`config.mk`:
```
export PLATFORM = sky130hd
export DESIGN_NAME = mac_pe
export DESIGN_NICKNAME = d
export VERILOG_FILES = /design/src/hw/conv_pkg.sv /design/src/hw/mac_pe.sv
export SDC_FILE = /design/constraint.sdc
export NUM_CORES = 2
export LEC_CHECK = 0
export ABC_CLOCK_PERIOD_IN_PS = 7700
export BUFFER_PORTS_ARGS = -buffer_cell sky130_fd_sc_hd__buf_2
export CORE_ASPECT_RATIO = 1.5
export CORE_UTILIZATION = 35
export DETAILED_ROUTE_END_ITERATION = 12
export SLEW_MARGIN = 10
export SYNTH_ARGS = -nofsm -noshare
export SYNTH_HDL_FRONTEND = slang
export SYNTH_SLANG_ARGS = --single-unit
export TNS_END_PERCENT = 50
```
`constraint.sdc`:
```
create_clock -name clk -period 7.7 [get_ports clk]
set_input_delay 0.77 -clock clk [delete_from_list [all_inputs] [get_ports clk]]
set_output_delay 0.77 -clock clk [all_outputs]
set_load 0.02 [all_outputs]
```
`src/hw/conv_pkg.sv`:
```
package conv_pkg;

    localparam int PIC_SIZE    = 28;                       // Image width and height
    localparam int KERNEL_SIZE = 5;                        // Kernel side
    localparam int KERNEL_TAPS = KERNEL_SIZE * KERNEL_SIZE; // Taps per window
    localparam int PAD         = KERNEL_SIZE / 2;          // Zero border on each side
    localparam int BUF_WIDTH   = PIC_SIZE + 2 * PAD;       // Padded row length
    localparam int PIXEL_BITS  = 8;
    localparam int WEIGHT_BITS = 8;
    localparam int RESULT_BITS = 21;                       // Holds 25 pixel x weight products
    localparam int MAC_LAT     = 2;                        // Window register to result

    typedef logic        [PIXEL_BITS-1:0]  pixel_t;        // Unsigned pixel
    typedef logic signed [WEIGHT_BITS-1:0] weight_t;       // Signed weight
    typedef logic signed [RESULT_BITS-1:0] result_t;       // Full precision result

    typedef pixel_t  window_t [KERNEL_TAPS];               // Row-major 5x5 window
    typedef weight_t kernel_t [KERNEL_TAPS];               // Row-major 5x5 kernel

    typedef logic [$clog2(PIC_SIZE)-1:0]            col_idx_t;
    typedef logic [$clog2(PIC_SIZE)-1:0]            row_idx_t;
    typedef logic [$clog2(PIC_SIZE*PIC_SIZE)-1:0]   res_addr_t;    // Raster result address
    typedef logic [$clog2(KERNEL_TAPS)-1:0]         weight_addr_t;

    typedef enum logic [2:0] {
        IDLE,      // Waiting for conv_start
        LOAD_W,    // Kernel fetch
        LOAD_ROW,  // Line buffer update
        CAL,       // Window sweep over one output row
        DRAIN      // Pipeline flush
    } conv_state_t;

endpackage
```
`src/hw/mac_pe.sv`:
```
`timescale 1ns/1ns

module mac_pe import conv_pkg::*; (
    input  logic    clk,
    input  logic    rst_n,
    input  logic    in_valid,
    input  window_t window,
    input  kernel_t kernel,
    output logic    result_valid,
    output result_t result
);

    result_t prod_q [KERNEL_TAPS];   // Stage 1 products
    result_t sum_c;                  // Adder tree input to stage 2
    logic    prod_valid;

    always_ff @(posedge clk) begin
        if (in_valid) begin
            for (int i = 0; i < KERNEL_TAPS; i++) begin
                prod_q[i] <= $signed({1'b0, window[i]}) * kernel[i];   // Pixel is unsigned
            end
        end
    end

    always_comb begin
        sum_c = '0;
        for (int i = 0; i < KERNEL_TAPS; i++) begin
            sum_c = sum_c + prod_q[i];
        end
    end

    always_ff @(posedge clk) begin
        if (prod_valid) result <= sum_c;   // Stage 2
    end

    always_ff @(posedge clk or negedge rst_n) begin
        if (!rst_n) begin
            prod_valid   <= 1'b0;
            result_valid <= 1'b0;
        end else begin
            prod_valid   <= in_valid;      // Valid follows the data
            result_valid <= prod_valid;
        end
    end

endmodule

```
### Word level (Yosys, flattened, before mapping)

Memory sizes are Yosys's and may differ from the RTL's.
Index checks and enable logic that the tools add are counted.

* register bits after elaboration: 23
* bits in writable memories: 525
* input bits: 403
* output and inout port bits: 22
* word-level logic and storage cells: 55
* memories: 1

Memory list
* prod_q: depth 25, bits a word 21, read ports 25, clocked after Yosys merged registers in 0, wr ports 25, RTL line mac_pe.sv:13 `result_t prod_q [KERNEL_TAPS];`

* add/sub/neg operators: 24
* $mul: 25
* multiplexer cells: 2

Operator list (count)
* 21-bit adder: 24
* 9-bit by 8-bit multiplier with 17-bit output: 25
* 1-bit 2-to-1 mux: 2

### Logic depth before layout (Yosys ltp)

* word-level depth: 24
* mapped depth: 21
* gate-level depth less buffers: 20

### Least setup slack after synthesis

OpenSTA, ideal clock, no wires.

* path type: register to register
* from: mem prod_q[22][14] in the netlist's numbering
* to: reg result[18], data pin
* setup time: 0.259 ns
* arrival time: 5.473 ns
* data required time: 7.441 ns
* slack: 1.968 ns
* stages on the path, launching flop included: 21
* path buffers: 0
* clock period less this slack: 5.732 ns
* cell sequence: edfxtp_1 > fa_1 > inv_1 > fa_1 > inv_1 > fa_1 > inv_1 > fa_1 > inv_1 > fa_1 > fa_1 > inv_1 > fa_1 > inv_1 > ha_1 > and3_1 > a221oi_2 > nor3b_2 > o2bb2ai_2 > nor3_1 > a211o_1

RTL lines
* start, declared: RTL line mac_pe.sv:13
* end signal, assigned: RTL line mac_pe.sv:33 `if (prod_valid) result <= sum_c;`
* end, declared: RTL line mac_pe.sv:10 `output result_t result`

==> impl_metrics.tcl <==
set metrics [dict create \
    post_cts_buffers 0 \
    wl_um 218000 \
    die-width_um 388 \
    setup_viol 0 \
    cts_buffer_depth 3 \
    min_period_ns 6.44 \
    synth_seq_area_share 0.171 \
    grt_pass1_vias 58700 \
    yosys_warnings 0 \
    start_util 0.352 \
    ios 425 \
    cts-root-buf "clkbuf_16" \
    syn_inst 7695 \
    maxCapViolations 0 \
    finalCritPeriodShare 0.837 \
    grt_max_degree 162 \
    globalRouteMet1Util 0.222 \
    tightestPinTransition_ns 1.09 \
    layout-drive-gt1-share 0.0688 \
    rows 212 \
    clock-sinks 448 \
    clock_latency_ns 0.63 \
    grt_usage 0.197 \
    drt-wirelength-per-cell_um 19.6 \
    crit_path_start_kind "register" \
    setup-tns-final_ns 0 \
    cpPeakStageDelay_ns 0.60 \
    first_pass_iters 5 \
    syn_area_um2 78400 \
    placed_cell_area_um2 84200 \
    end_kind "register" \
    vias_per_cell 4.81 \
    worstPathArrival_ns 6.79 \
    fp.coreArea_um2 223000 \
    met3_usage 0.0256 \
    syn_avg_cell_area_um2 10.2 \
    fmax_mhz 155 \
    dr_total_vias 53600 \
    critPathBufInv 3 \
    slew_viol_final 0 \
    cts.htree.levels 2 \
    grt_remaining_overflow 0 \
    hold_path_class "in -> async" \
    synth_edf_count 446 \
    crit_fanout 3 \
    path_clk_slew_ns 0.07 \
    grtUsageMet2 0.374 \
    status "finished, final reports clean" \
    critical_path_class "reg -> reg" \
    synth_ff_type "edfxtp_1" \
    async_reset_ff_frac 0.00446 \
    grt-busiest-layer "met2" \
    syn2layout_area_growth_pct 9.68 \
    route.antenna.remaining_nets 0 \
    numPortBuffers 424 \
    synth.distinct_cells 67 \
    critical_path.top_delay_family "adder cells" \
    ys_ff_latch 448 \
    clock_skew_ns 0.0260 \
    slowest_stage "fa_1" \
    hold_ws_ns 0.469 \
    hold_viol 0 \
    slew_headroom 0.275 \
    n_fill_cell 22000 \
    required_ns 8.05 \
    gp_congestion 0.920 \
    dieArea_um2 226000 \
    cts_tree "yes" \
    synthesis.nets 10500 \
    die_h_um 582 \
    grt_pass1_wl_um 340000 \
    design_area_um2 86000 \
    cpMostUsedCell "fa_1" \
    initialDrtViolationCount 2669 \
    antenna_found_initial 116 \
    grt_setup_unrepaired "false" \
    cts_buffers 51 \
    crit_chain "fa_1 > fa_1 > inv_1 > fa_1 > inv_1 > fa_1 > fa_1 > fa_1 > ha_1 > ha_1 > inv_1 > fa_1 > nand2b_1 > a211oi_1 > o21ai_0 > o2bb2ai_2 > a211o_1" \
    dp_hpwl_um 195000 \
    drc 0 \
    final_nets 11000 \
]
## metal layers
metal | routed length, um | up-vias
met3 | 10500 | 317
li1 | - | 24900
met5 | 247 | -
met4 | 9260 | 38
met2 | 117000 | 1059
met1 | 81600 | 27200
## state kept, by name (all words and copies together), names as in the netlist
register and cells:
prod_q 425, result 21, prod_valid 1, result_valid 1
## through the flow
| stage | utilization | setup WS, ns | instances |
|---|---|---|---|
| 6_report | 0.386 | 1.26 | 11200 |
| 5_1_grt | 0.386 | 0.996 | 11100 |
| 4_1_cts | 0.386 | 1.26 | 11100 |
| 3_5_place_dp | 0.378 | 1.27 | 11000 |
| 3_3_place_gp | 0.378 | 1.36 | 11000 |
| 2_1_floorplan | - | 1.97 | 7695 |
## synthesized netlist by cell type (all sizes together) (105+ instances only)
cell type | number | share of area
and2 | 867 | 0.069
inv | 1839 | 0.088
xnor2 | 184 | 0.021
nand2b | 202 | 0.016
nand2 | 576 | 0.028
edfxtp | 446 | 0.17
o21a | 105 | 0.010
ha | 1106 | 0.18
o21ai | 170 | 0.011
fa | 1327 | 0.34
nor2 | 268 | 0.013
a21oi | 128 | 0.0082
## worst register-to-register path, cell delays in order (launching register included)
cell,delay (ns)
edfxtp_1,0.40
fa_1,0.54
fa_1,0.55
inv_1,0.05
fa_1,0.53
inv_1,0.05
fa_1,0.49
fa_1,0.60
fa_1,0.43
ha_1,0.29
ha_1,0.19
inv_1,0.07
fa_1,0.47
nand2b_1,0.20
a211oi_1,0.57
o21ai_0,0.29
o2bb2ai_2,0.20
a211o_1,0.27
## worst paths after layout
check                               from            to  slack [ns]  cells after the start
setup reg to reg           prod_q[19][2]    result[18]        1.26                     17
hold reg to reg             prod_q[1][0]     result[0]        0.72                      1
setup / recovery           prod_q[19][2]    result[18]        1.26                     17
hold / removal                     rst_n  result_valid        0.47                      2
max in group asynchronous          rst_n    prod_valid        7.12                      2
min in group clk             kernel[184]  prod_q[1][0]        0.55                      2
## cell usage in the layout, fill, tap and decap left out, types with 25 or more instances in the layout
master,count
a211oi_1,54
a21boi_0,25
a21o_1,54
a21oi_1,127
and2_1,866
buf_2,423
clkbuf_16,52
diode_2,53
edfxtp_1,446
fa_1,1327
ha_1,1106
inv_1,1839
nand2_1,576
nand2b_1,202
nor2_1,268
nor2b_1,53
nor3_1,52
o21a_1,105
o21ai_0,166
o31a_1,25
xnor2_1,184
xor2_1,61
## timing repair
action | CTS | global route
resized for setup | 0 | 0
hold endpoints to repair | 2 | 0
hold buffers | 1 | 0
## cells by family after synthesis
group	synth area share
fa+ha+maj	0.515
simple gates	0.136
buf+inv	0.0883
compound gates	0.0615
flops	0.171
xor+xnor	0.0274
## area by class of cell
class                   instances  area [um2]  share of cell area
clock buffers                  55        1310              0.0153
flip-flops and latches        448       13400               0.156
multi-input cells            5403       58100               0.675
inverters                    1839        6900              0.0803
diodes                         53         133             0.00154
repair buffers                427        2180              0.0254
clock inverters                38         372             0.00432
well taps                    2889        3610              0.0420
Power is not shown: default switching activity piles up to over one toggle a cycle in this logic, so the estimate is an artifact.
