`config.mk`:
```
export PLATFORM = sky130hd
export DESIGN_NAME = conv_counters
export DESIGN_NICKNAME = d
export VERILOG_FILES = /design/src/hw/conv_pkg.sv /design/src/hw/conv_counters.sv
export SDC_FILE = /design/constraint.sdc
export NUM_CORES = 1
export LEC_CHECK = 0
export ABC_AREA = 1
export BUFFER_PORTS_ARGS = -buffer_cell sky130_fd_sc_hd__buf_2
export CORE_UTILIZATION = 55
export DETAILED_ROUTE_END_ITERATION = 12
export HOLD_SLACK_MARGIN = 0.1
export PLACE_DENSITY = 0.79
export RECOVER_POWER = 25
export SETUP_SLACK_MARGIN = 0.3
export SYNTH_ARGS = -nofsm -noshare
export SYNTH_HDL_FRONTEND = slang
export SYNTH_SLANG_ARGS = --single-unit
```
`constraint.sdc`:
```
create_clock -name clk -period 2.2 [get_ports clk]
set_clock_uncertainty 0.05 [all_clocks]
set_input_delay 0.11 -clock clk [delete_from_list [all_inputs] [get_ports clk]]
set_output_delay 0.11 -clock clk [all_outputs]
set_load 0.005 [all_outputs]
```
`src/hw/conv_pkg.sv`:
```
package conv_pkg;

    localparam int PIC_SIZE    = 28;                       // Image width and height
    localparam int KERNEL_SIZE = 5;                        // Kernel side
    localparam int KERNEL_TAPS = KERNEL_SIZE * KERNEL_SIZE; // Taps per window
    localparam int PAD         = KERNEL_SIZE / 2;          // Zero border on each side
    localparam int BUF_WIDTH   = PIC_SIZE + 2 * PAD;       // Padded row length
    localparam int PIXEL_BITS  = 8;
    localparam int WEIGHT_BITS = 8;
    localparam int RESULT_BITS = 21;                       // Holds 25 pixel x weight products
    localparam int MAC_LAT     = 2;                        // Window register to result

    typedef logic        [PIXEL_BITS-1:0]  pixel_t;        // Unsigned pixel
    typedef logic signed [WEIGHT_BITS-1:0] weight_t;       // Signed weight
    typedef logic signed [RESULT_BITS-1:0] result_t;       // Full precision result

    typedef pixel_t  window_t [KERNEL_TAPS];               // Row-major 5x5 window
    typedef weight_t kernel_t [KERNEL_TAPS];               // Row-major 5x5 kernel

    typedef logic [$clog2(PIC_SIZE)-1:0]            col_idx_t;
    typedef logic [$clog2(PIC_SIZE)-1:0]            row_idx_t;
    typedef logic [$clog2(PIC_SIZE*PIC_SIZE)-1:0]   res_addr_t;    // Raster result address
    typedef logic [$clog2(KERNEL_TAPS)-1:0]         weight_addr_t;

    typedef enum logic [2:0] {
        IDLE,      // Waiting for conv_start
        LOAD_W,    // Kernel fetch
        LOAD_ROW,  // Line buffer update
        CAL,       // Window sweep over one output row
        DRAIN      // Pipeline flush
    } conv_state_t;

endpackage
```
`src/hw/conv_counters.sv`:
```
`timescale 1ns/1ns

module conv_counters import conv_pkg::*; (
    input  logic      clk,
    input  logic      rst_n,
    input  logic      run_clear,
    input  logic      sweep_en,
    input  logic      drain_start,
    input  logic      result_valid,
    output col_idx_t  col_idx,
    output logic      col_last,
    output logic      row_last,
    output logic      drain_done,
    output res_addr_t conv_result_addr
);

    localparam int DRAIN_W = $clog2(MAC_LAT + 1);

    row_idx_t           row_idx;     // Output row being swept
    logic [DRAIN_W-1:0] drain_cnt;   // Cycles left in DRAIN

    assign col_last   = (col_idx == col_idx_t'(PIC_SIZE - 1));
    assign row_last   = (row_idx == row_idx_t'(PIC_SIZE - PAD));  // Next row needs no pixels
    assign drain_done = (drain_cnt == DRAIN_W'(1));

    always_ff @(posedge clk or negedge rst_n) begin
        if (!rst_n) begin
            col_idx          <= '0;
            row_idx          <= '0;
            drain_cnt        <= '0;
            conv_result_addr <= '0;
        end else begin
            if (run_clear) begin
                col_idx <= '0;
                row_idx <= '0;
            end else if (sweep_en) begin
                col_idx <= col_last ? '0 : col_idx + 1'b1;   // One window per cycle
                if (col_last) begin
                    row_idx <= (row_idx == row_idx_t'(PIC_SIZE - 1)) ? '0 : row_idx + 1'b1;
                end
            end
            if (drain_start) begin
                drain_cnt <= DRAIN_W'(MAC_LAT);   // Wait out the MAC pipeline
            end else if (drain_cnt != '0) begin
                drain_cnt <= drain_cnt - 1'b1;
            end
            if (run_clear) begin
                conv_result_addr <= '0;
            end else if (result_valid) begin
                conv_result_addr <= conv_result_addr + 1'b1;  // Raster order
            end
        end
    end

endmodule

```
======== After elaboration in Yosys (flattened, before gate mapping) ========
Index checks and enable logic that the tools add are counted.
operators by class
  $add $sub $neg .......................... 4
  equality and inequality tests ........... 4
  mux-type cells .......................... 11
  reduce and logical (&&, ||, !) cells .... 6
operators by type and width
  cell                   number
  $mux 5                 7
  $mux 10                2
  $eq 5x5->1 const B     3
  $add 10x1->10 const B  1
  $add 5x1->5 const B    2
  $reduce_bool 2->1      5
  $mux 2                 2
  $eq 2x1->1 const B     1
  $reduce_and 2->1       1
  $sub 2x1->2 const B    1
storage, ports and cells
  register bits after elaboration ......... 22
  input bits .............................. 6
  output and inout bits ................... 18
  logic and storage cells ................. 29

======== Depth between registers and ports, before layout ========
  word-level depth ........................ 5
  gate-level depth with buffers ........... 8
  gate-level depth less buffers ........... 8

======== Worst setup path after synthesis ========
No wires, ideal clock.
  path kind ............................... register to register
  from .................................... register col_idx[0]
  to ...................................... register row_idx[0]
  arrival time ............................ 1109 ps
  data required time ...................... 2032 ps
  slack ................................... 923 ps
  stages on the path, launching flop included .. 9
  path buffers ............................ 0
  path through ............................ dfrtp_1 ha_1 inv_1 nor2_2 nand3_1 nand2_2 inv_2 nand2_1 o21ai_2
between the ends
  cells in the longest elaborated chain, start to end .. 3
ends and longest elaborated chain
  item                         line                 text
  from (decl)                  conv_counters.sv:10  output col_idx_t col_idx,
  from (signal assigned)       conv_counters.sv:37  col_idx <= col_last ? '0 : col_idx + 1'b1;
  $eq 5x5->1                   conv_counters.sv:22  assign col_last = (col_idx == col_idx_t'(PIC_SIZE - 1));
  $reduce_bool 2->1 (no line)  --
  $reduce_and 2->1 (no line)   --
  to (signal assigned)         conv_counters.sv:39  row_idx <= (row_idx == row_idx_t'(PIC_SIZE - 1)) ? '0 : row_idx + 1'b1;
  to (decl)                    conv_counters.sv:19  row_idx_t row_idx;
No other way between the ends.
A chain may end at the register's enable or synchronous reset.

======== Worst setup path after layout ========
  from .................................... register col_idx[0]
  to ...................................... output col_last
between the ends
  cells in the longest elaborated chain, start to end .. 1
ends and longest elaborated chain
  item        line                 text
  $eq 5x5->1  conv_counters.sv:22
  to (decl)   conv_counters.sv:11  output logic col_last,
No other way between the ends.

==> results.cfg <==
[power_and_ir_drop]
p_int_uw = 615
power.share.clock_pct = 26.2
p_sw_uw = 264
power.static_leakage_uw = 0.000805
sequentialPowerShare_pct = 55.1
power.density_cell_area_mw_per_mm2 = 597
vdd.ir_drop.worst_mv = 0.468
share_comb_of_total_power_pct = 18.8
power_switching_share_pct = 30.0

[worst_setup_path]
crit_slowest_cell = dfrtp_1
timing.critical_path.cells = ha_1, inv_1, nor2_2, nand2_1, inv_1, buf_2
startpoint_type = flop
worst_path_largest_cell_delay_ps = 450
worst_path_maximum_fanout = 5
worstReg2RegStart = col_idx[0]$_DFFE_PN0P_
timing.critical_path.to_type = output port
critical_path.top_delay_family = flip-flops
worst-endpoint-required_ps = 2040
arrival_ps = 1460
crit_path_start = col_idx[0]$_DFFE_PN0P_
buffers_inverters_on_critical_path = 3
critical_path_class = reg2out
cp_common_cell = inv_1

[clocking]
cts_num_sinks = 22
cts_tree = done
ctsLongestPathBuffers = 2
cts_resized = 0
h-tree-depth = 1
clk_pin_slew_ps = 120
cts-buffers-inserted = 3
cts_post_setup_buffers_inserted = 0
clock_insertion_delay_worst_skew_ps = 310
cts_root_buf = clkbuf_4

[route]
first_pass_iters = 7
drt.antenna.violating_nets = 0
wl_um = 2550
drt_drc_violations_left = 0
post_drt_via_cell_ratio = 5.28
number_of_drc_markers_after_the_initial_detailed_route_iteration = 42
routed_wire_length_per_instance_um = 11.7
detailroute.via_count = 1150

[timing]
finalSetupViolCount = 0
hold_viol_final = 0
setup-tns-final_ps = 0
timing.final.crit_share_pct = 73.6
worst_pin_slew_ps = 1160
timing_max_transition_violations_final = 0
layout_min_cycle_time_ps = 1620
maximum_operating_frequency_mhz = 618
final.hold.worst_slack_ps = 106
max_slew_margin_pct = 22.9
unrepaired_setup_endpoints_after_global_routing = false

[placement]
dpl.hpwl_um = 1900
routabilityCongestion = 0.838
portBuffers = 23

[cells_and_area]
share_of_post_route_cells_with_drive_strength_above_1_pct = 21.6
antennaDiodeCount = 0
fillers = 194
synthToLayoutAreaGrowth_pct = 16.2
fin_nets = 203

[worst_hold_path]
hold_path_class = in2reg
hold_path_startpoint = sweep_en

[logic_synthesis]
syn_area_mm2 = 0.00127
avgSynthCellArea_um2 = 7.82
async_reset_ff_share_pct = 100
synth_most_common_cell = nand2_1
synth_seq_cells = 22
synth.net_count = 174
synth_edf_count = 0
synthesis.instances = 162
yosysSeqAreaShare_pct = 43.5
synth.cells.most_frequent = nand2_1 (35), inv_1 (25), dfrtp_1 (22)
synth.yosys.warnings = 0
dominantRegCellSynth = dfrtp_1
synth.area.top_cells = dfrtp_1 (43%), nand2_1 (10%), inv_1 (7.4%), ha_1 (5.9%), nand3_1 (5.5%)
yosys_cell_types = 25
yosysTopAreaCell = dfrtp_1
synth.top_cell.area_share_pct = 43.5

[global_routing]
grt_antenna_before_repair = 0
global_route.usage.total_pct = 23.4
grt_pass1_vias = 1028
grt_pass1_wl_um = 4410
grt.overflow.total = 0
grt_start_max_net_pins = 23

[die]
top_level_ports = 24
die_width_um = 50.0
row_count = 17
fp.coreArea_mm2 = 0.00219
die-height_um = 50.0
design.die.area_mm2 = 0.00250
initial_utilization_pct = 57.8

[job]
drv_cap = 0

[outcome]
outcome = completed
-- repair_timing --
action / 4_1_cts / 5_1_grt
hold buffers: 4 / 0
setup endpoints to repair: 0 / 0
hold endpoints to repair: 28 / 0
-- worst min-delay path: cells and delay by family --
kind	cells	cell delay, ps
buffers and inverters	2	170
AND/OR/NAND/NOR	2	160
-- layout by cell type (no fill, tap or decap) --
| cell type | Yosys | final |
|---|---|---|
| clkbuf_8 | 0 | 1 |
| o31ai_1 | 1 | 1 |
| nand4_2 | 1 | 1 |
| inv_1 | 25 | 25 |
| inv_2 | 2 | 2 |
| nand2_2 | 3 | 3 |
| buf_2 | 1 | 22 |
| o21ai_2 | 1 | 1 |
| nand3_1 | 14 | 14 |
| nor2_2 | 4 | 4 |
| xnor2_1 | 1 | 1 |
| nand2_4 | 1 | 1 |
| nor2_4 | 1 | 1 |
| dfrtp_1 | 22 | 22 |
| o21ai_1 | 5 | 5 |
| clkbuf_4 | 0 | 3 |
| ha_1 | 6 | 6 |
| nand4_1 | 3 | 3 |
| dlygate4sd3_1 | 0 | 4 |
| nor2_1 | 16 | 16 |
| clkbuf_1 | 0 | 1 |
| nor3_1 | 3 | 3 |
| a21oi_1 | 8 | 8 |
| o21ai_0 | 2 | 2 |
| nand3_2 | 2 | 2 |
| nand2_1 | 35 | 35 |
| nand3b_1 | 1 | 1 |
| xor2_1 | 2 | 2 |
-- layout make-up --
type	count	area, um2	area share, %
Clock buffer	4	36.3	2.47
Inverter	27	101	6.89
Multi-Input combinational cell	110	594	40.4
Sequential cell	22	551	37.4
Tap cell	28	35.0	2.38
Timing Repair Buffer	27	154	10.5
-- power groups by stage --
stage               clock network [uW]  registers (uW)  logic [uW]
finish                             230             484         165
global placement                     0             486         151
detailed placement                   0             492         161
global route                       246             492         193
floorplan                            0             486         104
CTS                                231             485         169
-- state kept, by name, summed over array words and instances, names as in the netlist --
name              cells
drain_cnt             2
col_idx               5
row_idx               5
conv_result_addr     10
-- logic make-up (layout without fill, tap and decap cells) --
kind of cell	Yosys count	count (layout)	synth area share, %
fa+ha+maj	6	6	5.93
compound gates	17	17	7.21
xor+xnor	3	3	2.08
flops	22	22	43.5
simple gates	84	84	31.7
buf+inv	30	58	9.58
-- metrics by stage --
stage	utilization [%]	total power (uW)	setup slack (ps)	area [um2]	cells
CTS	67.2	885	574	1470	218
detailed placement	63.7	654	824	1400	210
global route	67.2	931	401	1470	218
floorplan	-	590	923	1270	162
finish	67.2	879	582	1470	218
global placement	63.7	636	890	1400	210
-- per-layer routing --
layer	track usage, %	part of all wire (%)	up-vias
li1	-	-	571
met1	30.3	44	533
met2	38.4	50	40
met3	4.32	5.1	6
met4	8.57	1.1	0
met5	0	0	-
-- final timing paths --
path	endpoint	slack [ps]	cells after the start
min in group asynchronous	conv_result_addr[9]$_DFFE_PN0P_	480	2
worst min-delay path	col_idx[1]$_DFFE_PN0P_	110	4
worst min register to register	drain_cnt[1]$_DFFE_PN0P_	470	2
worst max register to register	row_idx[2]$_DFFE_PN0P_	800	8
worst max-delay path	col_last	580	6
max in group asynchronous	col_idx[1]$_DFFE_PN0P_	930	2
No activity file was read; power rests on OpenSTA's default activity.
