`config.mk`:
```
export PLATFORM = sky130hd
export DESIGN_NAME = conv_fsm
export DESIGN_NICKNAME = d
export VERILOG_FILES = /design/src/hw/conv_pkg.sv /design/src/hw/conv_fsm.sv
export SDC_FILE = /design/constraint.sdc
export NUM_CORES = 1
export LEC_CHECK = 0
export BUFFER_PORTS_ARGS = -buffer_cell sky130_fd_sc_hd__buf_4
export CORE_MARGIN = 4
export CORE_UTILIZATION = 25
export DETAILED_ROUTE_END_ITERATION = 16
export GPL_TIMING_DRIVEN = 0
export HOLD_SLACK_MARGIN = 0.08
export SYNTH_ARGS = -nofsm -noshare
export SYNTH_HDL_FRONTEND = slang
export SYNTH_SLANG_ARGS = --single-unit
```
`constraint.sdc`:
```
create_clock -name clk -period 1.95 [get_ports clk]
set_clock_uncertainty 0.2 [all_clocks]
set_input_delay 0.0975 -clock clk [delete_from_list [all_inputs] [get_ports clk]]
set_output_delay 0.0975 -clock clk [all_outputs]
set_load 0.03 [all_outputs]
```
`src/hw/conv_pkg.sv`:
```
package conv_pkg;

    localparam int PIC_SIZE    = 28;                       // Image width and height
    localparam int KERNEL_SIZE = 5;                        // Kernel side
    localparam int KERNEL_TAPS = KERNEL_SIZE * KERNEL_SIZE; // Taps per window
    localparam int PAD         = KERNEL_SIZE / 2;          // Zero border on each side
    localparam int BUF_WIDTH   = PIC_SIZE + 2 * PAD;       // Padded row length
    localparam int PIXEL_BITS  = 8;
    localparam int WEIGHT_BITS = 8;
    localparam int RESULT_BITS = 21;                       // Holds 25 pixel x weight products
    localparam int MAC_LAT     = 2;                        // Window register to result

    typedef logic        [PIXEL_BITS-1:0]  pixel_t;        // Unsigned pixel
    typedef logic signed [WEIGHT_BITS-1:0] weight_t;       // Signed weight
    typedef logic signed [RESULT_BITS-1:0] result_t;       // Full precision result

    typedef pixel_t  window_t [KERNEL_TAPS];               // Row-major 5x5 window
    typedef weight_t kernel_t [KERNEL_TAPS];               // Row-major 5x5 kernel

    typedef logic [$clog2(PIC_SIZE)-1:0]            col_idx_t;
    typedef logic [$clog2(PIC_SIZE)-1:0]            row_idx_t;
    typedef logic [$clog2(PIC_SIZE*PIC_SIZE)-1:0]   res_addr_t;    // Raster result address
    typedef logic [$clog2(KERNEL_TAPS)-1:0]         weight_addr_t;

    typedef enum logic [2:0] {
        IDLE,      // Waiting for conv_start
        LOAD_W,    // Kernel fetch
        LOAD_ROW,  // Line buffer update
        CAL,       // Window sweep over one output row
        DRAIN      // Pipeline flush
    } conv_state_t;

endpackage
```
`src/hw/conv_fsm.sv`:
```
`timescale 1ns/1ns

module conv_fsm import conv_pkg::*; (
    input  logic clk,
    input  logic rst_n,
    input  logic conv_start,
    input  logic w_done,
    input  logic row_done,
    input  logic col_last,
    input  logic row_last,
    input  logic drain_done,
    output logic w_start,
    output logic row_load,
    output logic row_first,
    output logic row_zero,
    output logic sweep_en,
    output logic drain_start,
    output logic run_clear,
    output logic conv_finish
);

    conv_state_t state;
    logic        first_q;   // Next load is output row 0
    logic        zero_a;    // Next load is output row 26
    logic        zero_b;    // Next load is output row 27

    assign row_first = first_q;            // Qualified by row_load
    assign row_zero  = zero_a | zero_b;    // Bottom padding rows

    always_ff @(posedge clk or negedge rst_n) begin
        if (!rst_n) begin
            state       <= IDLE;
            w_start     <= 1'b0;
            row_load    <= 1'b0;
            sweep_en    <= 1'b0;
            drain_start <= 1'b0;
            run_clear   <= 1'b0;
            conv_finish <= 1'b0;
            first_q     <= 1'b0;
            zero_a      <= 1'b0;
            zero_b      <= 1'b0;
        end else begin
            w_start     <= 1'b0;   // One-cycle commands
            row_load    <= 1'b0;
            drain_start <= 1'b0;
            run_clear   <= 1'b0;
            conv_finish <= 1'b0;
            case (state)
                IDLE: begin
                    if (conv_start) begin
                        state     <= LOAD_W;
                        w_start   <= 1'b1;   // Kick off kernel fetch
                        run_clear <= 1'b1;   // Reset counters for a new image
                        first_q   <= 1'b1;
                        zero_a    <= 1'b0;
                        zero_b    <= 1'b0;
                    end
                end
                LOAD_W: begin
                    if (w_done) begin
                        state    <= LOAD_ROW;
                        row_load <= 1'b1;    // First three image rows
                    end
                end
                LOAD_ROW: begin
                    if (row_done) begin
                        state    <= CAL;
                        sweep_en <= 1'b1;    // Held for the whole sweep
                    end
                end
                CAL: begin
                    if (col_last) begin
                        state       <= DRAIN;
                        sweep_en    <= 1'b0;
                        drain_start <= 1'b1;
                    end
                end
                DRAIN: begin
                    if (drain_done) begin
                        if (zero_b) begin    // Row 27 just finished
                            state       <= IDLE;
                            conv_finish <= 1'b1;
                        end else begin
                            state    <= LOAD_ROW;
                            row_load <= 1'b1;
                            first_q  <= 1'b0;
                            zero_a   <= row_last;   // Image rows exhausted
                            zero_b   <= zero_a;
                        end
                    end
                end
                default: state <= IDLE;
            endcase
        end
    end

    // The window sweep must stay inside CAL, or partial rows reach the MAC
    assert property (@(posedge clk) disable iff (!rst_n) sweep_en |-> state == CAL)
        else $error("sweep_en high outside CAL");

endmodule

```
# Word-level counts from Yosys, hierarchy flattened
# Index checks and enable logic that the tools add are counted.
classes:
  muxes: 32
  n_reduce_logical: 7
  bitwise: 1
  eq_ne: 10
op_table:
  columns: ["cell", "count"]
  rows:
  - ["two-way mux 1 bit", 20]
  - ["two-way mux 3 bit", 5]
  - ["case mux 3 bit (5 select lines)", 1]
  - ["!= test 2 bit, second input constant", 6]
  - ["case mux 1 bit (2 select lines)", 5]
  - ["equality test 3 x 2 -> 1 bit, second input constant", 2]
  - ["AND reduction 3 bit", 2]
  - ["AND reduction 5 bit", 1]
  - ["AND reduction 4 bit", 1]
  - ["nonzero test 2 bit", 2]
  - ["equality test 3 x 1 -> 1 bit, second input constant", 1]
  - ["equality test 3 bit, second input constant", 1]
  - ["zero test 3 bit", 1]
  - ["two-way mux 2 bit", 1]
  - ["OR 1 bit", 1]
word_totals:
  wordCells: 59
  in_bits: 8
  ff_bits: 11
  out_inout_bits: 8

# Longest topological paths before layout
logic_depth:
  ltp_word: 3
  mapped_depth: 4
  depth_no_buf: 3

# Worst setup path after synthesis
# Ideal clock, no wire load.
synth_timing:
  path_kind: "register to register"
  from: "reg state[1]"
  to: "reg zero_b"
  stages_incl_launch_ff: 5
  path_buffers: 1
  path_slack_ns: 0.563
  period_less_slack_ns: 1.387
  required_ns: 1.629
  arrival_ns: 1.066
  setup_time_ns: 0.121
  cell_sequence: "dfrtp_1 buf_6 or3b_4 a21oi_2 nor2_1"
synth_between:
  elab_chain_len: 3
  elab_cells_between_ends: 7
  classes_between: "eq/ne (3); mux (1); reduce/logical (3)"
synth_rtl:
  columns: ["element", "line_no", "source"]
  rows:
  - ["from (decl)", "conv_fsm.sv:22", "conv_state_t state;"]
  - ["from (signal assigned)", "conv_fsm.sv:32", "state <= IDLE;"]
  - ["from (signal assigned)", "conv_fsm.sv:51", "state <= LOAD_W;"]
  - ["from (signal assigned)", "conv_fsm.sv:61", "state <= LOAD_ROW;"]
  - ["equality test 3 bit / zero test 3 bit (equally long branches)", "conv_fsm.sv:48", "case (state)"]
  - ["!= test 2 bit (no source line) / nonzero test 2 bit (equally long branches)", null, null]
  - ["AND reduction 3 bit (no source line)", null, null]
  - ["to (signal assigned)", "conv_fsm.sv:88", "zero_b <= zero_a;"]
  - ["to (decl)", "conv_fsm.sv:25", "logic zero_b;"]
# Several ways; a longest one is shown, not always the timed one.
# A chain may end at the register's enable or synchronous reset.

# Worst setup path after layout
layout_timing:
  from: "reg state[1]"
  to: "reg state[2]"
layout_between:
  elab_chain_len: 3
  elab_cells_between_ends: 12
  classes_between: "eq/ne (9); mux (1); reduce/logical (2)"
layout_rtl:
  columns: ["element", "line_no"]
  rows:
  - ["equality test 3 x 1 -> 1 bit (tied with other cells)", "conv_fsm.sv:48"]
  - ["!= test 2 bit (no source line)", null]
  - ["AND reduction 5 bit (no source line)", null]
# Several ways; a longest one is shown, not always the timed one.

==> out/qor.yml <==
status: "finished, final reports clean"
layout-drive-gt1-share: 0.3095
worst_ep_arrival_time_ns: 1.85
synth_area_um2: 535.5
antenna_found_initial: 0
hp-start: "sweep_en$_DFFE_PN0P_"
crit_type: "reg -> reg"
power_switching_mw: 0.4126
switching_share: 0.4019
via_per_inst: 4.279
tns_ns: 0
mostFrequentLayoutCell: "buf_4"
wire_per_inst_um: 10.22
fin_crit_ns: 1.851
final-seq-area_um2: 275.3
avgSynthCellArea_um2: 9.737
ys.flop_type: "dfrtp_1"
yosys_warnings: 0
rows: 16
synth-seq-cells: 11
initial_core_util: 0.2675
core_area_um2: 2002
cts_tree: "done"
die_h_um: 54.28
multi_input_area_um2: 222.7
slew-limit-headroom: 0.6770
r2r-start: "state[1]$_DFFE_PN0P_"
tightest_slew_ns: 0.4829
drv_slew: 0
fill_cells: 205
die_width_um: 54.28
gp_congestion: 0.7999
rsz0062_at_grt: "no"
synth_top_cell_by_area: "dfrtp_1"
overflow: 0
drt_iter0_markers: 4
syn_inst: 55
peakVddDrop_uv: 446.1
power.share.clock: 0.150
grt_pass1_vias: 460
layout_common_cells: "buf_4, dfrtp_1, dlygate4sd3_1, nor2_1"
endpoint_kind: "flip-flop"
drt-total-wl_um: 1134
clkSlewWorstSetupHoldPaths_ns: 0.07
cts_buffers: 3
crit_fanout: 10
syn_nets: 63
setup_viol: 0
synth_edf_count: 0
clock.fmax_mhz: 540.3
powerDensity_nw_per_um2: 1260
grt_max_degree: 12
hold_viol_final: 0
final_nets: 93
area_delta_synth_final_pct: 52.10
clk_path_buf_depth: 2
drc_errors: 0
timing.critical_path.from: "state[1]$_DFFE_PN0P_"
ys_types: 24
io_buffers: 15
ioPinCount: 16
dr_total_vias: 475
internal_power_mw: 0.6140
fin_util: 0.4069
dr.pass1.iters: 2
ant_nets: 0
grt_pass1_wl_um: 1973
htree_levels: 1
startpoint_type: "flip-flop"
power_frac_seq: 0.333
diodes: 0
cts-root-buf: "clkbuf_4"
ys_seq_area_frac: 0.5140
maxCapViolCount: 0
synthArstFlopShare: 1.000
hpwl_um: 816.7
static-leakage-power_nw: 0.3815
clk-insertion-delay-late_ns: 0.27
min_path_type: "reg -> reg"
cp.required_ns: 1.95
grt_usage: 0.09267
synth_top_area_frac: 0.5140
cts.sinks: 11
pwr-share-comb: 0.517
min_period_over_period: 0.9492
dieArea_um2: 2946
yosys-top-cells-area: "dfrtp_1, nor2_1, buf_6"
[stage by stage]
| stage | cell area, µm² | cells | setup WS (ns) | total power, mW | hold slack (ns) |
|---|---|---|---|---|---|
| after floorplan | 535.5 | 55 | 0.5635 | 0.6938 | -0.3981 |
| after global placement | 681.9 | 97 | 0.5398 | 0.8313 | -0.2610 |
| after detailed placement | 681.9 | 97 | 0.5173 | 0.8341 | -0.2616 |
| after CTS | 808.3 | 111 | 0.02606 | 1.025 | 0.3515 |
| after global routing | 814.5 | 111 | 0.02046 | 1.113 | 0.3915 |
| final | 814.5 | 111 | 0.09914 | 1.027 | 0.3419 |
[metal layers]
metal	up-vias	part of all wire	track usage
met4	0	0.0071	0.01245
met3	2	0.072	0.04087
met5	-	0	0
met1	213	0.43	0.1082
met2	11	0.49	0.1594
li1	249	-	-
[cell type report]
| type | instances | share of cell area |
|---|---|---|
| Sequential cell | 11 | 0.3379 |
| Multi-Input combinational cell | 37 | 0.2734 |
| Timing Repair Buffer | 25 | 0.2581 |
| Buffer | 4 | 0.04301 |
| Tap cell | 27 | 0.04147 |
| Clock buffer | 4 | 0.03226 |
| Inverter | 3 | 0.01382 |
[cell families after synthesis]
group                  after synthesis  share of synthesized area
AO/OA/AOI/OAI                       16                     0.1799
buffers and inverters                7                    0.08644
flip-flops                          11                     0.5140
AND/OR/NAND/NOR                     21                     0.2196
[worst max-delay path, cell delays in order, from the launching register on]
cell and delay, ns:
dfrtp_1 0.42, buf_6 0.16, nor2_1 0.19, nand2_1 0.10, o22ai_1 0.15, dlygate4sd3_1 0.56
[power by group through the flow]
stage | clock network (mW) | logic, mW | registers [mW]
after floorplan | 0 | 0.305 | 0.389
after global routing | 0.173 | 0.589 | 0.350
final | 0.154 | 0.531 | 0.341
after global placement | 0 | 0.493 | 0.339
after detailed placement | 0 | 0.493 | 0.341
after CTS | 0.158 | 0.528 | 0.338
[final timing paths]
path	endpoint	slack, ns	cells after the start
worst min register to register	sweep_en$_DFFE_PN0P_	0.34	2
worst min-delay path	sweep_en$_DFFE_PN0P_	0.34	2
worst max register to register	state[2]$_DFFE_PN0P_	0.1	5
worst max-delay path	state[2]$_DFFE_PN0P_	0.1	5
max in group asynchronous	drain_start$_DFF_PN0_	0.57	3
min in group asynchronous	zero_a$_DFFE_PN0P_	0.65	3
[state kept, by name, summed over array words and instances (netlist names)]
name,cells
state,3
zero_a,1
sweep_en,1
drain_start,1
row_load,1
zero_b,1
conv_finish,1
row_first,1
run_clear,1
[Yosys cell counts, types with 2 or more instances]
cell type	count
o21ai_1	4
buf_6	2
o22ai_1	2
nand2_1	4
dfrtp_1	11
nor2_1	8
a31oi_1	2
nand2b_1	2
inv_1	3
a21oi_1	3
[what timing repair did]
action	in CTS	in global routing
buffers inserted	0	1
endpoints found under the hold margin	22	0
resized for setup	0	1
endpoints found under the setup margin	0	1
hold buffers	10	0
(Power assumes the default switching activity.)
