$ cat src/hw/conv_pkg.sv
package conv_pkg;

    localparam int PIC_SIZE    = 28;                       // Image width and height
    localparam int KERNEL_SIZE = 5;                        // Kernel side
    localparam int KERNEL_TAPS = KERNEL_SIZE * KERNEL_SIZE; // Taps per window
    localparam int PAD         = KERNEL_SIZE / 2;          // Zero border on each side
    localparam int BUF_WIDTH   = PIC_SIZE + 2 * PAD;       // Padded row length
    localparam int PIXEL_BITS  = 8;
    localparam int WEIGHT_BITS = 8;
    localparam int RESULT_BITS = 21;                       // Holds 25 pixel x weight products
    localparam int MAC_LAT     = 2;                        // Window register to result

    typedef logic        [PIXEL_BITS-1:0]  pixel_t;        // Unsigned pixel
    typedef logic signed [WEIGHT_BITS-1:0] weight_t;       // Signed weight
    typedef logic signed [RESULT_BITS-1:0] result_t;       // Full precision result

    typedef pixel_t  window_t [KERNEL_TAPS];               // Row-major 5x5 window
    typedef weight_t kernel_t [KERNEL_TAPS];               // Row-major 5x5 kernel

    typedef logic [$clog2(PIC_SIZE)-1:0]            col_idx_t;
    typedef logic [$clog2(PIC_SIZE)-1:0]            row_idx_t;
    typedef logic [$clog2(PIC_SIZE*PIC_SIZE)-1:0]   res_addr_t;    // Raster result address
    typedef logic [$clog2(KERNEL_TAPS)-1:0]         weight_addr_t;

    typedef enum logic [2:0] {
        IDLE,      // Waiting for conv_start
        LOAD_W,    // Kernel fetch
        LOAD_ROW,  // Line buffer update
        CAL,       // Window sweep over one output row
        DRAIN      // Pipeline flush
    } conv_state_t;

endpackage
$ cat src/hw/weight_buffer.sv
`timescale 1ns/1ns

module weight_buffer import conv_pkg::*; (
    input  logic         clk,
    input  logic         rst_n,
    input  logic         w_start,
    input  weight_t      weight_data,
    input  logic         weight_data_valid,
    output weight_addr_t weight_addr,
    output logic         weight_addr_valid,
    output logic         w_done,
    output kernel_t      kernel
);

    localparam weight_addr_t LAST_TAP = weight_addr_t'(KERNEL_TAPS - 1);

    weight_addr_t issue_cnt;    // Next address to strobe
    weight_addr_t rx_cnt;       // Tap for the next returned weight
    logic         issue_busy;

    assign weight_addr       = issue_cnt;
    assign weight_addr_valid = issue_busy;

    always_ff @(posedge clk or negedge rst_n) begin
        if (!rst_n) begin
            issue_busy <= 1'b0;
            issue_cnt  <= '0;
            rx_cnt     <= '0;
            w_done     <= 1'b0;
        end else begin
            w_done <= 1'b0;
            if (w_start) begin
                issue_busy <= 1'b1;
                issue_cnt  <= '0;
            end else if (issue_busy) begin
                issue_cnt <= issue_cnt + 1'b1;   // Back-to-back strobes
                if (issue_cnt == LAST_TAP) issue_busy <= 1'b0;
            end
            if (w_start) begin
                rx_cnt <= '0;
            end else if (weight_data_valid) begin
                rx_cnt <= rx_cnt + 1'b1;
                if (rx_cnt == LAST_TAP) w_done <= 1'b1;   // Kernel complete
            end
        end
    end

    always_ff @(posedge clk) begin
        if (weight_data_valid) kernel[rx_cnt] <= weight_data;   // Replies come in order
    end

endmodule

$ cat config.mk
export PLATFORM = sky130hd
export DESIGN_NAME = weight_buffer
export DESIGN_NICKNAME = d
export VERILOG_FILES = /design/src/hw/conv_pkg.sv /design/src/hw/weight_buffer.sv
export SDC_FILE = /design/constraint.sdc
export NUM_CORES = 1
export LEC_CHECK = 0
export BUFFER_PORTS_ARGS = -buffer_cell sky130_fd_sc_hd__buf_2
export CAP_MARGIN = 30
export CORE_MARGIN = 2
export CORE_UTILIZATION = 35
export CTS_BUF_LIST = sky130_fd_sc_hd__clkbuf_8
export CTS_CLUSTER_SIZE = 16
export DETAILED_ROUTE_END_ITERATION = 7
export SLEW_MARGIN = 30
export SYNTH_ARGS = -nofsm -noshare
export SYNTH_HDL_FRONTEND = slang
export SYNTH_SLANG_ARGS = --single-unit
$ cat constraint.sdc
create_clock -name clk -period 2.2 [get_ports clk]
set_input_delay 0.44 -clock clk [delete_from_list [all_inputs] [get_ports clk]]
set_output_delay 0.44 -clock clk [all_outputs]
set_load 0.01 [all_outputs]
==> Word-level counts from Yosys, hierarchy flattened <==
Index checks and enable logic that the tools add are counted.
{ "word_totals": {"regBits": 212, "in_bits": 12, "output_inout_bits": 207} }
{ "classes": {"addsub": 2, "order_cmp": 2, "eq_ne": 2, "muxes": 13, "bitwise_logic": 1, "n_reduce_logical": 3} }
{ "op_table": {"columns": ["cell", "n"], "rows": [
  ["bitwise mux 200 bit", 1],
  ["demux 8 bit (select 5 bit)", 1],
  ["2-to-1 mux 5 bit", 4],
  ["adder 5 x 1 -> 5 bit (second input constant)", 2],
  ["== test 5 bit (second input constant)", 2],
  ["2-to-1 mux 8 bit", 1],
  [">= comparator 6 bit (second input constant)", 1],
  ["less-than comparator 6 x 1 -> 1 bit (second input constant)", 1],
  ["2-to-1 mux 1 bit", 6],
  ["inverter 5 -> 6 bit", 1],
  ["nonzero test 2 bit", 2],
  ["logical AND 1 bit", 1]
]} }

==> Logic depth before layout (Yosys ltp) <==
Gate-level depths: netlist of the first run.
{ "logic_depth": {"ltp_word": 6, "depth_mapped": 4} }

==> Least setup slack after synthesis of the first run <==
OpenSTA, ideal clock, no wires.
{ "synth_path": {"kind": "input-to-reg", "from": "input port weight_data_valid", "to": "register kernel[48] (netlist name), enable pin", "setup_time_ns": 0.398, "arrival_time_ns": 1.613, "required_time_ns": 1.802, "setup_slack_ns": 0.189, "path_stages": 3, "cell_sequence": "buf_6 > nand2_4 > nor4b_1"} }
{ "synth_lines": {"columns": ["item", "line", "rtl"], "rows": [
  ["start: declaration", "weight_buffer.sv:8", "input logic weight_data_valid,"],
  ["end signal: indexed assignment", "weight_buffer.sv:49", "if (weight_data_valid) kernel[rx_cnt] <= weight_data;"],
  ["end: declaration", "weight_buffer.sv:12", "output kernel_t kernel"]
]} }

==> flow_summary.toml, run 1 <==
[floorplan]
core_area_um2 = 19400
fp.dieH_um = 144
design.die.area_um2 = 20900
start_util_pct = 35.6
die_w_um = 144
placementRows = 51
pin_count = 219

[timing]
finalCritPeriodShare_pct = 76.2
rsz0062_at_grt = "no"
hold_viol = 0
fmax_mhz = 597
period_minus_slack_ns = 1.68
setup_tns_ns = 0
slew_viol_final = 0
whs_ns = 0.312
fin_skew_ns = 0.0151
worst_slew_pin_slew_ns = 0.662
finalSetupViolations = 0
slew_headroom_pct = 55.8

[finish]
area_growth_syn_to_layout_pct = 32.2
num_antenna_cells = 0
num-nets-final = 593
final_layout_size_suffix_gt1_share_pct = 49.8

[route]
drt-initial-drc-count = 113
wl_per_cell_um = 19.5
ant_nets = 0
wirelength_met1_um = 6980
routed_wl_um = 16800
wl_met3_um = 1220
wl_met2_um = 8340
drc_errors = 0
viasPerCell = 4.49
top_layer_used = "met4"
num_vias = 3873
first_pass_iters = 4

[run]
maxCapViolCount = 0

[critical_path]
critPathKind = "reg -> reg"
cp-end-kind = "flip-flop"
max_stage_delay_ns = 0.43
slowest_stage = "dfrtp_1"
arrival_ns = 1.88
required_ns = 2.40
crit_path_start_kind = "flip-flop"
critPathMaxFanout = 8
crit_chain = "inv_1 > ha_1 > nand2b_1 > nor3_1 > buf_4"

[clock_tree]
cts_buffers = 35
clk_path_buf_depth = 3
h-tree-depth = 2
clkTransAtPathRegs_ns = 0.06
cts_tree = "done"
root_buffer = "clkbuf_8"
clk_latency_ns = 0.50
cts_sinks = 212

[power_and_ir_drop]
power_leakage_uw = 0.00357
power.density_nw_per_um2 = 869
ir_worst_vdd_uv = 575

[yosys]
netlist_area_um2 = 6900
synth.distinct_cells = 27
synthArstFlopShare_pct = 5.66
yosysSeqAreaShare_pct = 91.4
synth_flop_cell = "edfxtp_1"
syn-num-nets = 320
synth_seq_cells = 212
synth_edf_count = 200
synthCells = 302
post_synth.cell_area_avg_um2 = 22.9
yosys_warnings = 0

[place]
io_buffers = 218
detailed_place_hpwl_um = 10500
gp_congestion = 0.768

[global_route]
grt_pass1_vias = 4022
grt_pass1_wl_um = 23900
grtUsageTotal_pct = 15.7
overflow = 0
antenna_found_initial = 1
grt_start_max_net_pins = 26

[outcome]
outcome = "completed"

[min_path]
hold_path.class = "in -> reg"
synthesized netlist by cell type, drive strengths merged, types with 2 or more instances:
master	number	area, µm²
mux2	4	45.0
nor2b	5	31.3
nor2	23	86.3
dfrtp	12	300
edfxtp	200	6010
nand2	4	22.5
mux2i	2	20.0
a21oi	2	10.0
xnor2	2	17.5
nor4b	3	26.3
a21bo	2	20.0
and3	2	12.5
nand4	4	25.0
ha	6	75.1
nor3	6	30.0
buf	7	58.8
nand3b	5	37.5
nand2b	4	25.0
inv	4	15.0
metal layers:
metal  track usage (%)  vias to the layer above
met5                 0                        -
met4              5.37                        0
met3              4.67                       25
met2              26.0                      167
met1              19.9                     1963
li1                  -                     1718
timing repair:
item	in CTS	in global routing
gates resized for setup	0	0
hold buffers	1	0
endpoints found under the hold margin	12	0
endpoints found under the setup margin	0	0
buffers inserted	0	0
state kept, by name, indices dropped and copies added (netlist names):
name / cells
weight_addr: 5
w_done: 1
rx_cnt: 5
kernel: 200
weight_addr_valid: 1
final timing paths:
check / start / endpoint / slack (ns) / cells past startpoint
max: rx_cnt[0] / kernel[67] / 0.52 / 5
min: w_start / weight_addr[1] / 0.31 / 2
max reg2reg: rx_cnt[0] / kernel[67] / 0.52 / 5
min reg2reg: weight_addr[1] / weight_addr[1] / 0.62 / 2
max in group asynchronous: rst_n / rx_cnt[0] / 1.59 / 2
min in group asynchronous: rst_n / rx_cnt[3] / 0.37 / 2
cells in the final DEF, fill, tap and decap left out:
master         count
dfrtp_1           12
a21oi_1            2
nor4b_1            1
nor4b_2            2
nor2_1            23
mux2_2             4
nand4b_1           1
nand3_1            1
nand4_1            4
bufinv_16          2
a21o_1             1
nor3_1             6
nand2_1            3
nand3b_1           5
mux2i_1            2
clkinv_1           2
buf_2            218
or3b_4             1
and2_1             1
inv_1             16
nor2b_1            5
nand2b_1           4
and3_1             2
xnor2_1            2
buf_4             24
clkbuf_8          37
edfxtp_1         200
ha_1               6
nand2_4            1
clkinv_2           7
a21bo_2            2
dlygate4sd3_1      1
through the flow:
stage | power [µW] | util (%) | worst slack (ns) | cells | area, µm²
after floorplan | 4630 | - | 0.189 | 302 | 6900
after global placement | 4770 | 43.6 | 0.450 | 802 | 8460
after detailed placement | 4780 | 43.6 | 0.404 | 802 | 8460
after CTS | 8050 | 47.0 | 0.527 | 863 | 9130
after global routing | 8260 | 47.0 | 0.471 | 863 | 9130
final | 7930 | 47.0 | 0.524 | 863 | 9130
cells by family after synthesis:
logic type,after synthesis,share of synthesized area (%)
xor+xnor,2,0.254
mux,6,0.943
buf+inv,11,1.07
simple gates,60,4.75
flops,212,91.4
compound gates,5,0.544
fa+ha+maj,6,1.09
power breakdown:
part / internal, µW / switching [µW] / leakage [µW]
clock: 1790 / 1450 / 0.000389
combinational: 57.0 / 157 / 0.00121
sequential: 4450 / 22.0 / 0.00196
worst max-delay path: cells and delay by family, from the launching register on:
| kind | cells | cell delay [ns] |
|---|---|---|
| adder cells (fa/ha/maj) | 1 | 0.19 |
| buffers and inverters | 2 | 0.34 |
| flip-flops | 1 | 0.43 |
| AND/OR/NAND/NOR | 2 | 0.41 |
final cells by class:
type	instances	area, µm²
clock buffers	37	509
clock inverters	23	148
repair buffers	243	1280
inverters	4	15.0
fillers	1754	10300
flip-flops and latches	212	6310
well taps	265	332
multi-input cells	79	536
Power figures use the tool's default switching activity.
==> run 2: changes to the inputs <==
- clock period: 2.2 -> 1.4 ns (I/O delays scaled with it)
==> flow_summary.toml, run 2 (synthesis gave the netlist of run 1 again) <==
[global_route]
grt_pass1_vias = 4073
overflow = 0
grtUsageTotal_pct = 16.2
grt_pass1_wl_um = 24400
antenna_found_initial = 1
grt_start_max_net_pins = 26

[critical_path]
cp_num_buf_inv = 3
critPathKind = "reg -> reg"
max_stage_delay_ns = 0.45
critPathTopFamily = "flip-flops"
arrival_ns = 1.73
crit_chain = "inv_4 > ha_4 > nand3b_1 > buf_6 > nor3_4 > buf_12"
critPathMaxFanout = 8
cp-end-kind = "flip-flop"
required_ns = 1.61
slowest_stage = "dfrtp_2"
crit_path_start_kind = "flip-flop"

[timing]
worst_slew_pin_slew_ns = 0.686
fin_skew_ns = 0.0175
rsz0062_at_grt = "yes"
hold_viol = 0
slew_viol_final = 0
finalSetupViolations = 170
finalCritPeriodShare_pct = 109
fmax_mhz = 657
fin_ws_ns = -0.122
period_minus_slack_ns = 1.52
slew_headroom_pct = 54.3

[clock_tree]
cts_buffers = 35
cts_tree = "done"
clk_latency_ns = 0.50
clkTransAtPathRegs_ns = 0.06
root_buffer = "clkbuf_8"
h-tree-depth = 2
cts_sinks = 212
clk_path_buf_depth = 3

[power_and_ir_drop]
ir_worst_vdd_uv = 620
power_leakage_uw = 0.00377
power.density_nw_per_um2 = 1240
power_uw = 12300

[finish]
final_layout_size_suffix_gt1_share_pct = 58.6
num-nets-final = 625
num_antenna_cells = 0
largest_reg_flops = 200
mostFrequentLayoutCells = "buf_2, edfxtp_1, clkbuf_8"
mostFrequentLayoutCell = "buf_2"
largest_register = "kernel"
fill_cells = 1642
area_growth_syn_to_layout_pct = 43.0

[route]
drc_errors = 0
first_pass_iters = 4
num_vias = 3973
routed_wl_um = 17200
ant_nets = 0
wl_per_cell_um = 19.2
drt-initial-drc-count = 198
viasPerCell = 4.44

[place]
detailed_place_hpwl_um = 10500
gp_congestion = 0.756
pre_cts_slack_ns = -0.227
io_buffers = 218

[floorplan]
die_w_um = 144
placementRows = 51
core_area_um2 = 19400
design.die.area_um2 = 20900
pin_count = 219
start_util_pct = 35.6
fp.dieH_um = 144

[outcome]
violations = "setup timing"
outcome = "complete, but fails checks"

[min_path]
hold_path.class = "in -> reg"

[run]
maxCapViolCount = 0
run 2: cell types whose count changed in the layout (fill, tap and decap cells not counted), moves of 7 or more:
cell	before	now
dfrtp_1	12	5
buf_6	0	16
nor2_4	0	12
dfrtp_2	0	7
nor2_1	23	8
buf_12	0	16
run 2: final timing paths:
kind | from | endpoint | slack (ns) | cells past startpoint
setup / recovery | rx_cnt[0] | kernel[178] | -0.12 | 6
hold / removal | w_start | weight_addr[0] | 0.16 | 2
setup reg to reg | rx_cnt[0] | kernel[178] | -0.12 | 6
hold reg to reg | weight_addr[1] | weight_addr[1] | 0.61 | 2
max in group asynchronous | rst_n | rx_cnt[4] | 0.94 | 2
min in group asynchronous | rst_n | weight_addr[0] | 0.20 | 2
run 2: where the power goes:
part | internal, µW | switching, µW | leakage [µW]
Combinational | 191 | 323 | 0.00146
Clock | 2480 | 2250 | 0.000355
Sequential | 7000 | 29.5 | 0.00195
run 2: cell type report:
class                   count  area (µm²)  share of cell area [%]
flip-flops and latches    212        6310                    64.0
multi-input cells          79         813                    8.24
repair buffers            275        1780                    18.1
clock inverters            22        87.6                   0.887
well taps                 265         332                    3.36
inverters                   4        17.5                   0.177
clock buffers              38         523                    5.30
run 2: metrics by stage:
step | hold WS, ns | cell area (µm²) | cells | utilization, % | setup TNS, ns
after floorplan | -0.0156 | 7020 | 302 | - | -16.26
after global placement | 0.181 | 8900 | 818 | 45.9 | -16.10
after detailed placement | 0.189 | 8900 | 818 | 45.9 | -20.49
after CTS | 0.113 | 9760 | 891 | 50.3 | -10.03
after global routing | 0.145 | 9870 | 895 | 50.9 | -19.96
final | 0.163 | 9870 | 895 | 50.9 | -9.34
run 2: repair_timing:
item	in CTS	in global routing
endpoints found under the hold margin	12	0
endpoints found under the setup margin	203	204
buffers inserted	11	5
hold buffers	1	0
pin swaps	7	8
resized for setup	42	21
cloned	1	0
run 2: routing by layer:
metal	track usage, %	part of all wire (%)	routed length (µm)	vias to the layer above
met5	0	0.076	13	-
met4	5.77	2.1	355	2
met3	4.47	6.3	1080	35
met2	26.8	50	8600	168
met1	20.4	41	7120	1983
li1	-	-	-	1785
